`config.mk`:
```
export PLATFORM = sky130hd
export DESIGN_NAME = exec_top
export DESIGN_NICKNAME = d
export VERILOG_FILES = /design/src/exec_pkg.sv /design/src/mc_if.sv /design/src/exec_top.sv /design/src/executer.sv /design/src/shift_unit.sv /design/src/div_unit.sv /design/src/alu.sv
export SDC_FILE = /design/constraint.sdc
export NUM_CORES = 1
export LEC_CHECK = 0
export BUFFER_PORTS_ARGS = -buffer_cell sky130_fd_sc_hd__clkbuf_2
export CORE_MARGIN = 4
export CORE_UTILIZATION = 55
export CTS_BUF_LIST = sky130_fd_sc_hd__clkbuf_16
export DETAILED_ROUTE_END_ITERATION = 12
export PLACE_DENSITY = 0.76
export SLEW_MARGIN = 30
export SYNTH_ARGS = -nofsm -noshare
export SYNTH_HDL_FRONTEND = slang
export SYNTH_SLANG_ARGS = --single-unit
```
`constraint.sdc`:
```
create_clock -name clk -period 4.2 [get_ports clk]
set_input_delay 0.42 -clock clk [delete_from_list [all_inputs] [get_ports clk]]
set_output_delay 0.42 -clock clk [all_outputs]
set_load 0.02 [all_outputs]
```
`src/exec_pkg.sv`:
```
package exec_pkg;

    parameter int XLEN_DEF = 32;

    // codes 7 to 15 are not assigned and report an unknown operation.
    typedef enum logic [3:0] {
        ALU_ADD  = 4'd0,
        ALU_SUB  = 4'd1,
        ALU_AND  = 4'd2,
        ALU_OR   = 4'd3,
        ALU_XOR  = 4'd4,
        ALU_SLT  = 4'd5,
        ALU_SLTU = 4'd6
    } alu_op_e;

    // code 3 is not assigned.
    typedef enum logic [1:0] {
        DIV_NOP = 2'd0,
        DIV_DIV = 2'd1,
        DIV_REM = 2'd2
    } div_op_e;

    typedef enum logic [1:0] {
        SH_NOP = 2'd0,
        SH_SLL = 2'd1,
        SH_SRL = 2'd2,
        SH_SRA = 2'd3
    } shift_op_e;

endpackage
```
`src/mc_if.sv`:
```
interface mc_if import exec_pkg::*; #(
    parameter int XLEN = XLEN_DEF
);

    logic            kick;   // one cycle start pulse, only while ready.
    logic [XLEN-1:0] a;
    logic [XLEN-1:0] b;
    logic [1:0]      mode;   // unit specific variant bits.
    logic            ready;
    logic [XLEN-1:0] result; // valid while ready is high.

    modport master (
        output kick, a, b, mode,
        input  ready, result
    );

    modport unit (
        input  kick, a, b, mode,
        output ready, result
    );

endinterface

```
`src/exec_top.sv`:
```
module exec_top import exec_pkg::*; #(
    parameter int XLEN = XLEN_DEF
) (
    input  logic            clk,
    input  logic            rst_n_i,
    input  logic            run_i,
    input  logic            stall_i,
    input  alu_op_e         alu_op_i,
    input  div_op_e         div_op_i,
    input  shift_op_e       shift_op_i,
    input  logic            unsigned_i,
    input  logic [XLEN-1:0] a_i,
    input  logic [XLEN-1:0] b_i,
    input  logic [4:0]      rd_i,
    input  logic            reg_we_i,
    output logic [XLEN-1:0] result_o,
    output logic            unknown_op_o,
    output logic [4:0]      rd_o,
    output logic            reg_we_o,
    output logic            done_o,
    output logic            busy_o
);

    mc_if #(.XLEN(XLEN)) div_bus ();
    mc_if #(.XLEN(XLEN)) shift_bus ();

    executer #(.XLEN(XLEN)) u_executer (
        .clk          (clk),
        .rst_n_i      (rst_n_i),
        .run_i        (run_i),
        .stall_i      (stall_i),
        .alu_op_i     (alu_op_i),
        .div_op_i     (div_op_i),
        .shift_op_i   (shift_op_i),
        .unsigned_i   (unsigned_i),
        .a_i          (a_i),
        .b_i          (b_i),
        .rd_i         (rd_i),
        .reg_we_i     (reg_we_i),
        .div_bus      (div_bus.master),
        .shift_bus    (shift_bus.master),
        .result_o     (result_o),
        .unknown_op_o (unknown_op_o),
        .rd_o         (rd_o),
        .reg_we_o     (reg_we_o),
        .done_o       (done_o),
        .busy_o       (busy_o)
    );

    div_unit #(.XLEN(XLEN)) u_div_unit (
        .clk     (clk),
        .rst_n_i (rst_n_i),
        .bus     (div_bus.unit)
    );

    shift_unit #(.XLEN(XLEN)) u_shift_unit (
        .clk     (clk),
        .rst_n_i (rst_n_i),
        .bus     (shift_bus.unit)
    );

endmodule

```
`src/executer.sv`:
```
module executer import exec_pkg::*; #(
    parameter int XLEN = XLEN_DEF
) (
    input  logic            clk,
    input  logic            rst_n_i,
    input  logic            run_i,
    input  logic            stall_i,
    input  alu_op_e         alu_op_i,
    input  div_op_e         div_op_i,
    input  shift_op_e       shift_op_i,
    input  logic            unsigned_i,
    input  logic [XLEN-1:0] a_i,
    input  logic [XLEN-1:0] b_i,
    input  logic [4:0]      rd_i,
    input  logic            reg_we_i,
    mc_if.master            div_bus,
    mc_if.master            shift_bus,
    output logic [XLEN-1:0] result_o,
    output logic            unknown_op_o,
    output logic [4:0]      rd_o,
    output logic            reg_we_o,
    output logic            done_o,
    output logic            busy_o
);

    localparam int SHW = $clog2(XLEN);

    typedef enum logic [1:0] {
        ST_IDLE     = 2'd0,
        ST_WAIT_DIV = 2'd1,
        ST_WAIT_SH  = 2'd2
    } state_e;

    state_e          state_q;
    logic            accept;
    logic            sh_sel;
    logic            div_sel;
    logic            div_known;
    logic            start_div;
    logic            start_sh;
    logic            imm_done;
    logic            imm_unknown;
    logic [XLEN-1:0] imm_result;
    logic            finish_div;
    logic            finish_sh;
    logic [XLEN-1:0] alu_result;
    logic            alu_unknown;
    logic            reg_we_q;

    alu #(.XLEN(XLEN)) u_alu (
        .op_i         (alu_op_i),
        .a_i          (a_i),
        .b_i          (b_i),
        .result_o     (alu_result),
        .unknown_op_o (alu_unknown)
    );

    assign busy_o = (state_q != ST_IDLE);
    assign accept = run_i && !stall_i && !busy_o;

    // a shift wins over a divide, a divide wins over the alu.
    assign sh_sel    = (shift_op_i != SH_NOP);
    assign div_sel   = !sh_sel && (div_op_i != DIV_NOP);
    assign div_known = (div_op_i == DIV_DIV) || (div_op_i == DIV_REM);

    assign start_sh  = accept && sh_sel && (b_i[SHW-1:0] != '0);
    assign start_div = accept && div_sel && div_known;
    assign imm_done  = accept && !start_sh && !start_div;

    // zero shifts pass a through, unknown divide codes finish at once.
    assign imm_unknown = sh_sel ? 1'b0 : (div_sel ? 1'b1 : alu_unknown);
    assign imm_result  = sh_sel ? a_i : (div_sel ? '0 : alu_result);

    // kick is still high in the first wait cycle, before the unit drops ready.
    assign finish_div = (state_q == ST_WAIT_DIV) && !div_bus.kick && div_bus.ready;
    assign finish_sh  = (state_q == ST_WAIT_SH) && !shift_bus.kick && shift_bus.ready;

    always_ff @(posedge clk) begin
        if (!rst_n_i) begin
            state_q        <= ST_IDLE;
            done_o         <= 1'b0;
            reg_we_o       <= 1'b0;
            unknown_op_o   <= 1'b0;
            div_bus.kick   <= 1'b0;
            shift_bus.kick <= 1'b0;
        end else begin
            done_o         <= imm_done || finish_div || finish_sh;
            div_bus.kick   <= start_div;
            shift_bus.kick <= start_sh;
            if (start_div) begin
                state_q <= ST_WAIT_DIV;
            end else if (start_sh) begin
                state_q <= ST_WAIT_SH;
            end else if (finish_div || finish_sh) begin
                state_q <= ST_IDLE;
            end
            if (imm_done) begin
                unknown_op_o <= imm_unknown;
                reg_we_o     <= reg_we_i && !imm_unknown;
            end else if (start_div || start_sh) begin
                unknown_op_o <= 1'b0;
                reg_we_o     <= 1'b0; // no write while a unit works.
            end else if (finish_div || finish_sh) begin
                reg_we_o <= reg_we_q;
            end
        end
    end

    always_ff @(posedge clk) begin
        if (imm_done) begin
            result_o <= imm_result;
        end else if (finish_div) begin
            result_o <= div_bus.result;
        end else if (finish_sh) begin
            result_o <= shift_bus.result;
        end
        if (accept) begin
            rd_o <= rd_i;
        end
        if (start_div || start_sh) begin
            reg_we_q <= reg_we_i;
        end
        if (start_div) begin
            div_bus.a    <= a_i;
            div_bus.b    <= b_i;
            div_bus.mode <= {unsigned_i, div_op_i == DIV_REM};
        end
        if (start_sh) begin
            shift_bus.a    <= a_i;
            shift_bus.b    <= b_i;
            shift_bus.mode <= {shift_op_i == SH_SRA, shift_op_i == SH_SLL};
        end
    end

    // a second done in a row needs a new operation accepted in between.
    a_done_single: assert property (@(posedge clk) disable iff (!rst_n_i)
        (done_o && !accept) |=> !done_o);

    // while one unit is awaited the other one sits idle and ready.
    a_one_wait: assert property (@(posedge clk) disable iff (!rst_n_i)
        busy_o |-> $onehot({state_q == ST_WAIT_DIV, state_q == ST_WAIT_SH}) &&
                   ((state_q == ST_WAIT_DIV) ? shift_bus.ready : div_bus.ready));

endmodule

```
`src/shift_unit.sv`:
```
module shift_unit import exec_pkg::*; #(
    parameter int XLEN = XLEN_DEF
) (
    input logic clk,
    input logic rst_n_i,
    mc_if.unit  bus
);

    localparam int SHW = $clog2(XLEN);

    logic            start;
    logic [XLEN-1:0] val_q;
    logic [SHW-1:0]  cnt_q;
    logic            arith_q;
    logic            left_q;

    assign start = bus.kick && bus.ready;

    always_ff @(posedge clk) begin
        if (!rst_n_i) begin
            bus.ready <= 1'b1;
            cnt_q     <= '0;
        end else if (start) begin
            bus.ready <= 1'b0;
            cnt_q     <= bus.b[SHW-1:0];
        end else if (!bus.ready) begin
            if (cnt_q != '0) begin
                cnt_q <= cnt_q - 1'b1;
            end else begin
                bus.ready <= 1'b1;
            end
        end
    end

    // one bit position per cycle.
    always_ff @(posedge clk) begin
        if (start) begin
            val_q   <= bus.a;
            arith_q <= bus.mode[1];
            left_q  <= bus.mode[0];
        end else if (!bus.ready && cnt_q != '0) begin
            if (left_q) begin
                val_q <= {val_q[XLEN-2:0], 1'b0};
            end else begin
                val_q <= {arith_q && val_q[XLEN-1], val_q[XLEN-1:1]}; // sign fill for sra.
            end
        end
    end

    assign bus.result = val_q;

    a_count_down: assert property (@(posedge clk) disable iff (!rst_n_i)
        (!bus.ready && cnt_q != '0) |=> (cnt_q == $past(cnt_q) - 1'b1));

endmodule

```
`src/div_unit.sv`:
```
module div_unit import exec_pkg::*; #(
    parameter int XLEN = XLEN_DEF
) (
    input logic clk,
    input logic rst_n_i,
    mc_if.unit  bus
);

    localparam int CW = $clog2(XLEN) + 1;

    logic            start;
    logic            neg_a;
    logic            neg_b;
    logic [XLEN-1:0] abs_a;
    logic [XLEN-1:0] abs_b;
    logic [XLEN:0]   trial;
    logic            fits;
    logic [XLEN-1:0] quo_q;
    logic [XLEN-1:0] rem_q;
    logic [XLEN-1:0] dvs_q;
    logic [CW-1:0]   cnt_q;
    logic            neg_quo_q;
    logic            neg_rem_q;
    logic            rem_sel_q;
    logic [XLEN-1:0] result_q;

    assign start = bus.kick && bus.ready;

    // mode[1] selects unsigned operands, mode[0] returns the remainder.
    assign neg_a = !bus.mode[1] && bus.a[XLEN-1];
    assign neg_b = !bus.mode[1] && bus.b[XLEN-1];
    assign abs_a = neg_a ? -bus.a : bus.a;
    assign abs_b = neg_b ? -bus.b : bus.b;

    // the dividend shifts out of quo_q into the partial remainder.
    assign trial = {rem_q, quo_q[XLEN-1]};
    assign fits  = trial >= {1'b0, dvs_q};

    always_ff @(posedge clk) begin
        if (!rst_n_i) begin
            bus.ready <= 1'b1;
            cnt_q     <= '0;
        end else if (start) begin
            bus.ready <= 1'b0;
            cnt_q     <= CW'(XLEN);
        end else if (!bus.ready) begin
            if (cnt_q != '0) begin
                cnt_q <= cnt_q - 1'b1;
            end else begin
                bus.ready <= 1'b1; // sign fix-up cycle.
            end
        end
    end

    always_ff @(posedge clk) begin
        if (start) begin
            quo_q     <= abs_a;
            rem_q     <= '0;
            dvs_q     <= abs_b;
            neg_quo_q <= (neg_a ^ neg_b) && (bus.b != '0); // keep all ones on zero divisor.
            neg_rem_q <= neg_a;
            rem_sel_q <= bus.mode[0];
        end else if (!bus.ready) begin
            if (cnt_q != '0) begin
                rem_q <= fits ? (trial[XLEN-1:0] - dvs_q) : trial[XLEN-1:0];
                quo_q <= {quo_q[XLEN-2:0], fits};
            end else if (rem_sel_q) begin
                result_q <= neg_rem_q ? -rem_q : rem_q;
            end else begin
                result_q <= neg_quo_q ? -quo_q : quo_q;
            end
        end
    end

    assign bus.result = result_q;

    // the sequencer may only start the divider when it has finished.
    a_kick_when_ready: assert property (@(posedge clk) disable iff (!rst_n_i)
        bus.kick |-> bus.ready);

endmodule

```
`src/alu.sv`:
```
module alu import exec_pkg::*; #(
    parameter int XLEN = XLEN_DEF
) (
    input  alu_op_e         op_i,
    input  logic [XLEN-1:0] a_i,
    input  logic [XLEN-1:0] b_i,
    output logic [XLEN-1:0] result_o,
    output logic            unknown_op_o
);

    logic slt;
    logic sltu;

    assign slt  = $signed(a_i) < $signed(b_i);
    assign sltu = a_i < b_i;

    always_comb begin
        result_o     = '0;
        unknown_op_o = 1'b0;
        case (op_i)
            ALU_ADD: begin
                result_o = a_i + b_i;
            end
            ALU_SUB: begin
                result_o = a_i - b_i;
            end
            ALU_AND: begin
                result_o = a_i & b_i;
            end
            ALU_OR: begin
                result_o = a_i | b_i;
            end
            ALU_XOR: begin
                result_o = a_i ^ b_i;
            end
            ALU_SLT: begin
                result_o = {{(XLEN-1){1'b0}}, slt};
            end
            ALU_SLTU: begin
                result_o = {{(XLEN-1){1'b0}}, sltu};
            end
            default: begin
                unknown_op_o = 1'b1; // result stays zero.
            end
        endcase
    end

endmodule

```
### After elaboration in Yosys (flattened, before gate mapping)

Index checks and enable logic that the tools add are counted.

* logic and storage cells: 165
* bits in registers: 328

* bitwise gates (word level): 8
* $add $sub $neg: 9
* mux-type cells: 41
* $lt $le $gt $ge: 3
* reduce and logical (&&, ||, !) cells: 59
* equal/unequal tests: 14

Operators by type and width (number)
* 32-bit 2-to-1 mux: 17
* 32-bit case mux with 7 select lines: 1
* 32-bit negation: 4
* 32-bit < comparator: 2
* 32-bit subtractor: 2
* 33-bit by 32-bit greater-or-equal comparator with 1-bit output: 1
* 32-bit adder: 1
* 32-bit bitwise AND: 1
* 32-bit OR: 1
* 32-bit nonzero test: 1
* 32-bit bitwise XOR: 1
* 1-bit logical AND: 21
* 6-bit 2-to-1 mux: 3
* 2-bit nonzero test: 8
* 1-bit 2-to-1 mux: 15
* 5-bit 2-to-1 mux: 3
* 4-bit by 3-bit == test with 1-bit output, second input constant: 3
* 1-bit logical NOT: 10
* 5-bit nonzero test: 2
* 3-bit nonzero test: 3
* 4-bit by 2-bit == test with 1-bit output, second input constant: 2
* 7-bit OR reduction: 1
* 2-bit by 1-bit == test with 1-bit output, second input constant: 3
* 2-bit == test, second input constant: 3
* other kinds (13): 25

### Depth between registers and ports, before layout

Gate-level depths: netlist of the first run.

* word-level depth: 10
* gate-level depth with buffers: 14

### By module

From an unflattened synthesis of the first run, not the netlist that was laid out.

* cells, all modules: 2383
* area, all modules: 23177.2 um^2

Modules (own cells, without submodules)
* div_unit: seq. area each 3753.6 um^2, cells each 1106, area each 9593.0 um^2, instances 1
* executer: seq. area each 5245.0 um^2, cells each 365, area each 6636.4 um^2, instances 1
* alu: seq. area each 0.0 um^2, cells each 731, area each 4948.5 um^2, instances 1
* shift_unit: seq. area each 1141.1 um^2, cells each 181, area each 1999.4 um^2, instances 1

### Worst setup path after synthesis of the first run

Ideal clock, no wire load.

* path kind: register to register
* start point: register u_executer.state_q[0]
* end point: register u_executer.shift_bus.a[0], enable pin
* period minus slack after synthesis: 4.475 ns
* path slack: -0.275 ns
* cell stages (with the launch flop): 4
* arrival: 3.988 ns
* required time: 3.712 ns
* cells stage by stage: dfxtp_1 or2_2 or3b_2 nor3_1

* word-level cells in the longest chain between the ends: 5

Ends and longest elaborated chain
* start, declared: RTL line executer.sv:34 `state_e state_q;`
* start signal, assigned: RTL line executer.sv:80 `state_q <= ST_IDLE;`
* start signal, assigned: RTL line executer.sv:91 `state_q <= ST_WAIT_DIV;`
* start signal, assigned: RTL line executer.sv:93 `state_q <= ST_WAIT_SH;`
* 2-bit nonzero test: RTL line executer.sv:58 `assign busy_o = (state_q != ST_IDLE);`
* via busy_o: RTL line exec_top.sv:21 `output logic busy_o`
* 1-bit logical NOT: RTL line executer.sv:59 `assign accept = run_i && !stall_i && !busy_o;`
* 1-bit logical AND: RTL line executer.sv:59
* 1-bit logical AND (2 in a row): RTL line executer.sv:66 `assign start_sh = accept && sh_sel && (b_i[SHW-1:0] != '0);`
* via u_executer.start_sh: RTL line executer.sv:40 `logic start_sh;`
* end, declared: RTL line mc_if.sv:13 `output kick, a, b, mode,`

The timed path passes the listed nets, and every way through them passes these cells.
A chain may end at the register's enable or synchronous reset.

### Worst setup path after layout of the first run

* start point: register u_div_unit.quo_q[31]
* end point: register u_div_unit.rem_q[30]

* word-level cells in the longest chain between the ends: 2

Ends and longest elaborated chain
* start, declared: RTL line div_unit.sv:18 `logic [XLEN-1:0] quo_q;`
* start signal, assigned: RTL line div_unit.sv:57 `quo_q <= abs_a;`
* start signal, assigned: RTL line div_unit.sv:66 `quo_q <= {quo_q[XLEN-2:0], fits};`
* 32-bit subtractor / 33-bit by 32-bit greater-or-equal comparator with 1-bit output (equally long branches): RTL line div_unit.sv:65, div_unit.sv:37
* 32-bit 2-to-1 mux (*): RTL line div_unit.sv:65 `rem_q <= fits ? (trial[XLEN-1:0] - dvs_q) : trial[XLEN-1:0];`
* end signal, assigned: RTL line div_unit.sv:65
* end, declared: RTL line div_unit.sv:19 `logic [XLEN-1:0] rem_q;`

Mark *: on every way between the ends. The rest lies on a longest branch, timed or not.

==> flow_summary_export.csv, run 1 <==
group,metric,value,unit
floorplan,die_w,208.5,um
grt,grt_remaining_overflow,0,
flow_run,drv_cap,0,
sta,fmax,0.2767,GHz
route,ant_nets,0,
sta,fin_crit,3.615,ns
route,vias_per_cell,6.182,
clocking,cts_tree,"done",
clocking,cts_setup_buffers,0,
worst_setup_path,slowest_delay,0.58,ns
route,wl,66050,um
clocking,cts_max_level,2,
sta,setup_viol,0,
run_status,status,"finished clean",
yosys,avgSynthCellArea,9.480,um^2
clocking,numCtsBuffers,36,
final_layout,multi_input_area,11790,um^2
grt,grt_usage,29.46,%
power_and_ir_drop,power_density,335.3,nW/um^2
yosys,synth_area_leaders,"edfxtp_1 37%, ha_1 8.8%, o21ai_0 5.0%, dfxtp_1 4.7%, mux2i_1 4.5%",
sta,drv_slew,0,
power_and_ir_drop,p_leak,9.666,nW
worst_setup_path,crit_slowest_cell,"a2111oi_0",
clocking,ctsHoldBuffers,0,
sta,setup_tns,0,ns
placement,io_buffers,123,
route,wl_per_cell,22.13,um
grt,grt_pass1_wl,101700,um
floorplan,ios,124,
final_layout,seq_area,9329,um^2
yosys,synth_top_area_share,37.49,%
yosys,ys_seq_area_share,42.20,%
yosys,synth_top_cell_by_area,"edfxtp_1",
final_layout,fillers,3257,
clocking,cts_max_path_buffers,3,
power_and_ir_drop,peakVddDrop,0.2353,mV
clocking,cts.sink_count,328,
final_layout,drive_above_1_share,10.94,%
floorplan,rows,73,
worst_setup_path,crit_chain,"inv_1, ha_1, fa_1, nor2b_1, o31a_1, o31a_1, o31ai_1, o31ai_2, a21oi_1, a2111oi_0, mux2i_1, nand3_1, o211ai_1",
worst_setup_path,critPathKind,"reg2reg",
final_layout,areaGrowthSynthToFinish,11.34,%
yosys,synth_ff_type,"edfxtp_1",
grt,grt_pass1_vias,17640,
sta,finalHoldViolCount,0,
worst_setup_path,cp_common_cell,"o31a_1",
yosys,synth_nets,2573,
yosys,postSynthCellCount,2332,
worst_setup_path,crit_path_end_kind,"register",
placement,gp_congestion,1.035,
sta,finalCritPeriodShare,86.06,%
final_layout,post-route-util,61.95,%
sta,maxSlewHeadroom,28.94,%
worst_setup_path,cp-start-kind,"register",
clocking,clkLatencyLatePin,0.54,ns
route,maxUsedRoutingLayer,"met4",
clocking,clkSlewWorstSetupHoldPaths,0.06,ns
worst_setup_path,cp_max_fo,5,
final_layout,instances_no_fill,2984,
yosys,ys_types,76,
placement,place_hpwl,49990,um
route,wl_met1,29260,um
worst_setup_path,cp_data_required_time,4.65,ns
route,drc,0,
floorplan,initial_core_util,55.64,%
grt,grt_max_degree,70,
route,drtIter0Drc,2076,
yosys,ys_ff_latch,328,
placement,placed_cells,2917,
grt,antenna_found_initial,4,
worst_setup_path,cp.arrival,4.06,ns
sta,fin_skew,0.02534,ns
sta,tightestPinTransition,1.066,ns
floorplan,core,39730,um^2
worst_hold_path,hold_path_class,"in2reg",
route,drtPass1Iterations,6,
yosys,yosysWarnings,0,
floorplan,die_h,208.5,um
sta,rsz0062_at_grt,"no",
yosys,synth_edf_count,276,
clocking,cts_root_buffer,"clkbuf_16",
route,vias,18450,
final_layout,finalNetCount,2673,
route,dr_wl_met3,5654,um
clocking,post_cts_resized,0,
route,dr_wl_met2,29320,um
yosys,syn_area,22110,um^2
yosys,async_reset_ff_share,0,%
floorplan,die-area,43470,um^2
metrics by stage:
stage	hold WS, ns	instance area (um^2)	setup WS [ns]	total power, mW
6_report	0.05674	24610	0.5854	8.253
3_5_place_dp	0.4105	23420	0.2258	5.092
2_1_floorplan	0.4003	22110	0.7022	4.630
5_1_grt	0.04648	24610	0.4517	8.569
3_3_place_gp	0.4008	23420	0.2801	5.069
4_1_cts	0.04003	24590	0.7207	8.263
state kept, by name, indices dropped and copies added (netlist names), 2 cells and up:
name	cells
u_shift_unit.bus.result	32
u_executer.shift_bus.mode	2
u_div_unit.cnt_q	6
u_executer.div_bus.a	32
u_executer.result_o	32
u_div_unit.quo_q	32
u_executer.shift_bus.a	32
u_executer.shift_bus.b	5
u_executer.div_bus.mode	2
u_div_unit.bus.result	32
u_executer.state_q	2
u_executer.div_bus.b	32
u_div_unit.dvs_q	32
u_div_unit.rem_q	32
u_executer.rd_o	5
u_shift_unit.cnt_q	5
final cells by class:
type,count,share of cell area [%]
clock inverters,27,0.9913
multi-input cells,1736,47.92
repair buffers,176,4.402
inverters,154,2.349
flip-flops and latches,328,37.90
clock buffers,37,3.762
well taps,525,2.669
diodes,1,0.01017
worst max-delay path, delay by kind of cell, from the launching register on:
family / cells / cell delay (ns)
AND/OR/NAND/NOR: 2 / 0.27
flip-flops: 1 / 0.39
buffers and inverters: 1 / 0.06
multiplexers: 1 / 0.26
adder cells (fa/ha/maj): 2 / 0.64
AO/OA/AOI/OAI: 7 / 1.91
worst paths after layout:
kind,startpoint,endpoint,slack (ns),cells after the start
max reg2reg,u_div_unit.quo_q[31]$_DFFE_PP_,u_div_unit.rem_q[30]$_SDFFE_PP0P_,0.59,13
min reg2reg,u_executer.shift_bus.mode[1]$_DFFE_PP_,u_shift_unit.arith_q$_DFFE_PP_,0.42,0
min,rd_i[0],u_executer.rd_o[0]$_DFFE_PP_,0.06,1
max,u_div_unit.quo_q[31]$_DFFE_PP_,u_div_unit.rem_q[30]$_SDFFE_PP0P_,0.59,13
logic make-up after synthesis:
family / share of synthesized area [%]
xor+xnor: 6.735
fa+ha+maj: 9.044
buf+inv: 4.618
simple gates: 13.29
mux: 4.635
flops: 42.20
compound gates: 19.48
Yosys cell counts (5+ instances only):
| cell | n |
|---|---|
| o22ai_1 | 6 |
| nor2_1 | 157 |
| nand2b_1 | 30 |
| and3_1 | 8 |
| mux2i_1 | 99 |
| or2_2 | 7 |
| nand3_1 | 27 |
| a21boi_0 | 10 |
| a2111oi_0 | 5 |
| or4_1 | 19 |
| o211ai_1 | 20 |
| and2_1 | 19 |
| o21bai_1 | 20 |
| o21a_1 | 9 |
| a31oi_1 | 23 |
| nand4_1 | 16 |
| a221oi_1 | 30 |
| buf_2 | 11 |
| ha_1 | 155 |
| nor3_1 | 36 |
| a41oi_1 | 5 |
| clkbuf_1 | 90 |
| xor2_1 | 66 |
| or3_1 | 12 |
| inv_1 | 154 |
| nor4_1 | 17 |
| buf_1 | 12 |
| nand2_1 | 226 |
| a22oi_1 | 11 |
| o31ai_1 | 36 |
| a211oi_1 | 21 |
| a21o_1 | 24 |
| nor2b_1 | 25 |
| o21ai_0 | 222 |
| xnor2_1 | 104 |
| edfxtp_1 | 276 |
| a21oi_1 | 178 |
| dfxtp_1 | 52 |
| o41ai_1 | 17 |
cell usage in the layout, fill, tap and decap left out, drive strengths merged, types with 25 or more instances in the layout:
cell type  instances
nor2             158
inv              164
o21ai            224
nand2b            30
nand2            226
edfxtp           276
ha               155
o31ai             39
buf               53
dfxtp             52
a21oi            178
nor2b             25
nand3             27
xor2              66
a221oi            30
clkbuf           160
mux2i             99
nor3              37
xnor2            104
metal layers:
layer  up-vias  track usage [%]
met5         -                0
met4         0            8.245
met3       110            3.996
met2       794            45.69
met1      8845            43.58
li1       8697                -
power by group:
part	switching [mW]	internal [mW]
sequential	0.0642	3.63
combinational	0.875	0.497
clock	1.33	1.86
total	2.27	5.99
No activity file was read; power rests on OpenSTA's default activity.
==> inputs of run 2 (changes only) <==
--- a/config.mk
+++ b/config.mk
@@ -7,10 +7,9 @@
 export LEC_CHECK = 0
 export BUFFER_PORTS_ARGS = -buffer_cell sky130_fd_sc_hd__clkbuf_2
 export CORE_MARGIN = 4
-export CORE_UTILIZATION = 55
+export CORE_UTILIZATION = 41
 export CTS_BUF_LIST = sky130_fd_sc_hd__clkbuf_16
 export DETAILED_ROUTE_END_ITERATION = 12
-export PLACE_DENSITY = 0.76
 export SLEW_MARGIN = 30
 export SYNTH_ARGS = -nofsm -noshare
 export SYNTH_HDL_FRONTEND = slang
==> run 2 against run 1 <==
  * Register-to-register slack about the same
  * Hold slack got worse by 0.016 ns
  * Setup slack got worse by 0.0076 ns
  * Critical path depth unchanged
==> flow_summary_export.csv, run 2 (synthesis gave the netlist of run 1 again) <==
group,metric,value,unit
clocking,cts_root_buffer,"clkbuf_16",
worst_setup_path,cp_common_cell,"o31a_1",
final_layout,antenna_cells,0,
final_layout,areaGrowthSynthToFinish,12.57,%
final_layout,most-common-layout-cells,"276 x edfxtp_1, 225 x nand2_1, 221 x o21ai_0, 178 x a21oi_1, 165 x inv_1",
worst_hold_path,hold_path_class,"in2reg",
worst_setup_path,cp_data_required_time,4.67,ns
sta,finalCritPeriodShare,86.24,%
route,drtPass1Iterations,6,
power_and_ir_drop,peakVddDrop,0.2480,mV
sta,fmax,0.2761,GHz
worst_setup_path,crit_slowest_cell,"a2111oi_0",
floorplan,die_w,240.2,um
sta,setup_tns,0,ns
clocking,clkSlewWorstSetupHoldPaths,0.06,ns
power_and_ir_drop,power_density,331.7,nW/um^2
clocking,post_cts_resized,0,
sta,drv_slew,0,
sta,tightestPinTransition,0.9039,ns
clocking,cts_max_path_buffers,3,
floorplan,rows,84,
clocking,cts_tree,"done",
sta,maxSlewHeadroom,39.74,%
floorplan,die_h,240.2,um
clocking,cts_max_level,2,
placement,place_hpwl,53010,um
worst_setup_path,critPathKind,"reg2reg",
final_layout,finalNetCount,2685,
floorplan,ios,124,
worst_setup_path,cp_max_fo,5,
worst_setup_path,cpLargestDelayFamily,"compound AO/OA/AOI/OAI gates",
worst_setup_path,cp.arrival,4.09,ns
worst_setup_path,slowest_delay,0.60,ns
clocking,cts_setup_buffers,0,
run_status,status,"finished clean",
grt,grt_remaining_overflow,0,
sta,fin_crit,3.622,ns
grt,grt_pass1_wl,105100,um
route,wl_per_cell,21.84,um
worst_setup_path,crit_chain,"inv_1, ha_1, fa_1, nor2b_1, o31a_1, o31a_1, o31ai_1, o31ai_2, a21oi_1, a2111oi_0, mux2i_1, nand3_1, o211ai_1",
sta,rsz0062_at_grt,"no",
sta,fin_skew,0.01443,ns
sta,setup_viol,0,
power_and_ir_drop,p_leak,9.731,nW
route,wl,69060,um
route,vias_per_cell,5.743,
grt,antenna_found_initial,3,
route,drtIter0Drc,1842,
floorplan,core,52970,um^2
floorplan,initial_core_util,41.74,%
worst_setup_path,cp-start-kind,"register",
worst_setup_path,crit_path_end_kind,"register",
route,drc,0,
worst_setup_path,crit_buf_inv,1,
final_layout,drive_above_1_share,11.40,%
final_layout,final_common_cell,"edfxtp_1",
clocking,numCtsBuffers,38,
grt,grt_max_degree,63,
route,ant_nets,0,
grt,grt_usage,23.60,%
route,vias,18160,
placement,gp_congestion,0.9426,
clocking,cts.sink_count,328,
sta,finalHoldViolCount,0,
placement,io_buffers,123,
grt,grt_pass1_vias,17520,
sta,hold_slack,0.04049,ns
floorplan,die-area,57700,um^2
clocking,clkLatencyLatePin,0.56,ns
flow_run,drv_cap,0,
clocking,ctsHoldBuffers,0,
final_layout,post-route-util,46.98,%
==> run 2: changes by cell type in the layout (fill, tap and decap cells not counted), sizes merged <==
cell and delta:
buf +10, bufinv -2, clkbuf +1, clkinvlp +1, diode -1, inv +6
==> run 2: path summary, 6_finish.rpt <==
check | startpoint | endpoint | slack (ns) | cells past startpoint
hold / removal | unsigned_i | u_executer.div_bus.mode[1]$_DFFE_PP_ | 0.04 | 1
hold reg to reg | u_executer.shift_bus.mode[0]$_DFFE_PP_ | u_shift_unit.left_q$_DFFE_PP_ | 0.44 | 0
setup / recovery | u_div_unit.quo_q[31]$_DFFE_PP_ | u_div_unit.rem_q[30]$_SDFFE_PP0P_ | 0.58 | 13
setup reg to reg | u_div_unit.quo_q[31]$_DFFE_PP_ | u_div_unit.rem_q[30]$_SDFFE_PP0P_ | 0.58 | 13
==> run 2: routing by layer <==
layer	global-route usage [%]	up-vias	share of wire [%]
met4	5.212	0	1.9
met1	33.98	8783	47
li1	-	8724	-
met2	37.62	574	45
met5	0	-	0
met3	3.900	77	6.5
==> run 2: metrics by stage <==
stage / area, um^2 / instances / setup slack [ns] / total power [mW]
5_1_grt: 24890 / 3162 / 0.3677 / 8.590
3_5_place_dp: 23680 / 3090 / 0.1525 / 5.107
4_1_cts: 24860 / 3160 / 0.6226 / 8.316
3_3_place_gp: 23670 / 3090 / 0.2204 / 5.098
2_1_floorplan: 22110 / 2332 / 0.7022 / 4.630
6_report: 24890 / 3162 / 0.5779 / 8.256
==> run 2: power breakdown <==
| part | switching [mW] | internal (mW) |
|---|---|---|
| registers | 0.0643 | 3.63 |
| clock network | 1.39 | 1.79 |
| logic | 0.873 | 0.499 |
==> run 2: layout make-up <==
cell class | instances | area (um^2)
fillers | 5058 | 28080
multi-input cells | 1736 | 11800
flip-flops and latches | 328 | 9329
repair buffers | 186 | 1137
clock buffers | 38 | 950.9
well taps | 688 | 860.8
inverters | 154 | 578.1
clock inverters | 32 | 234.0
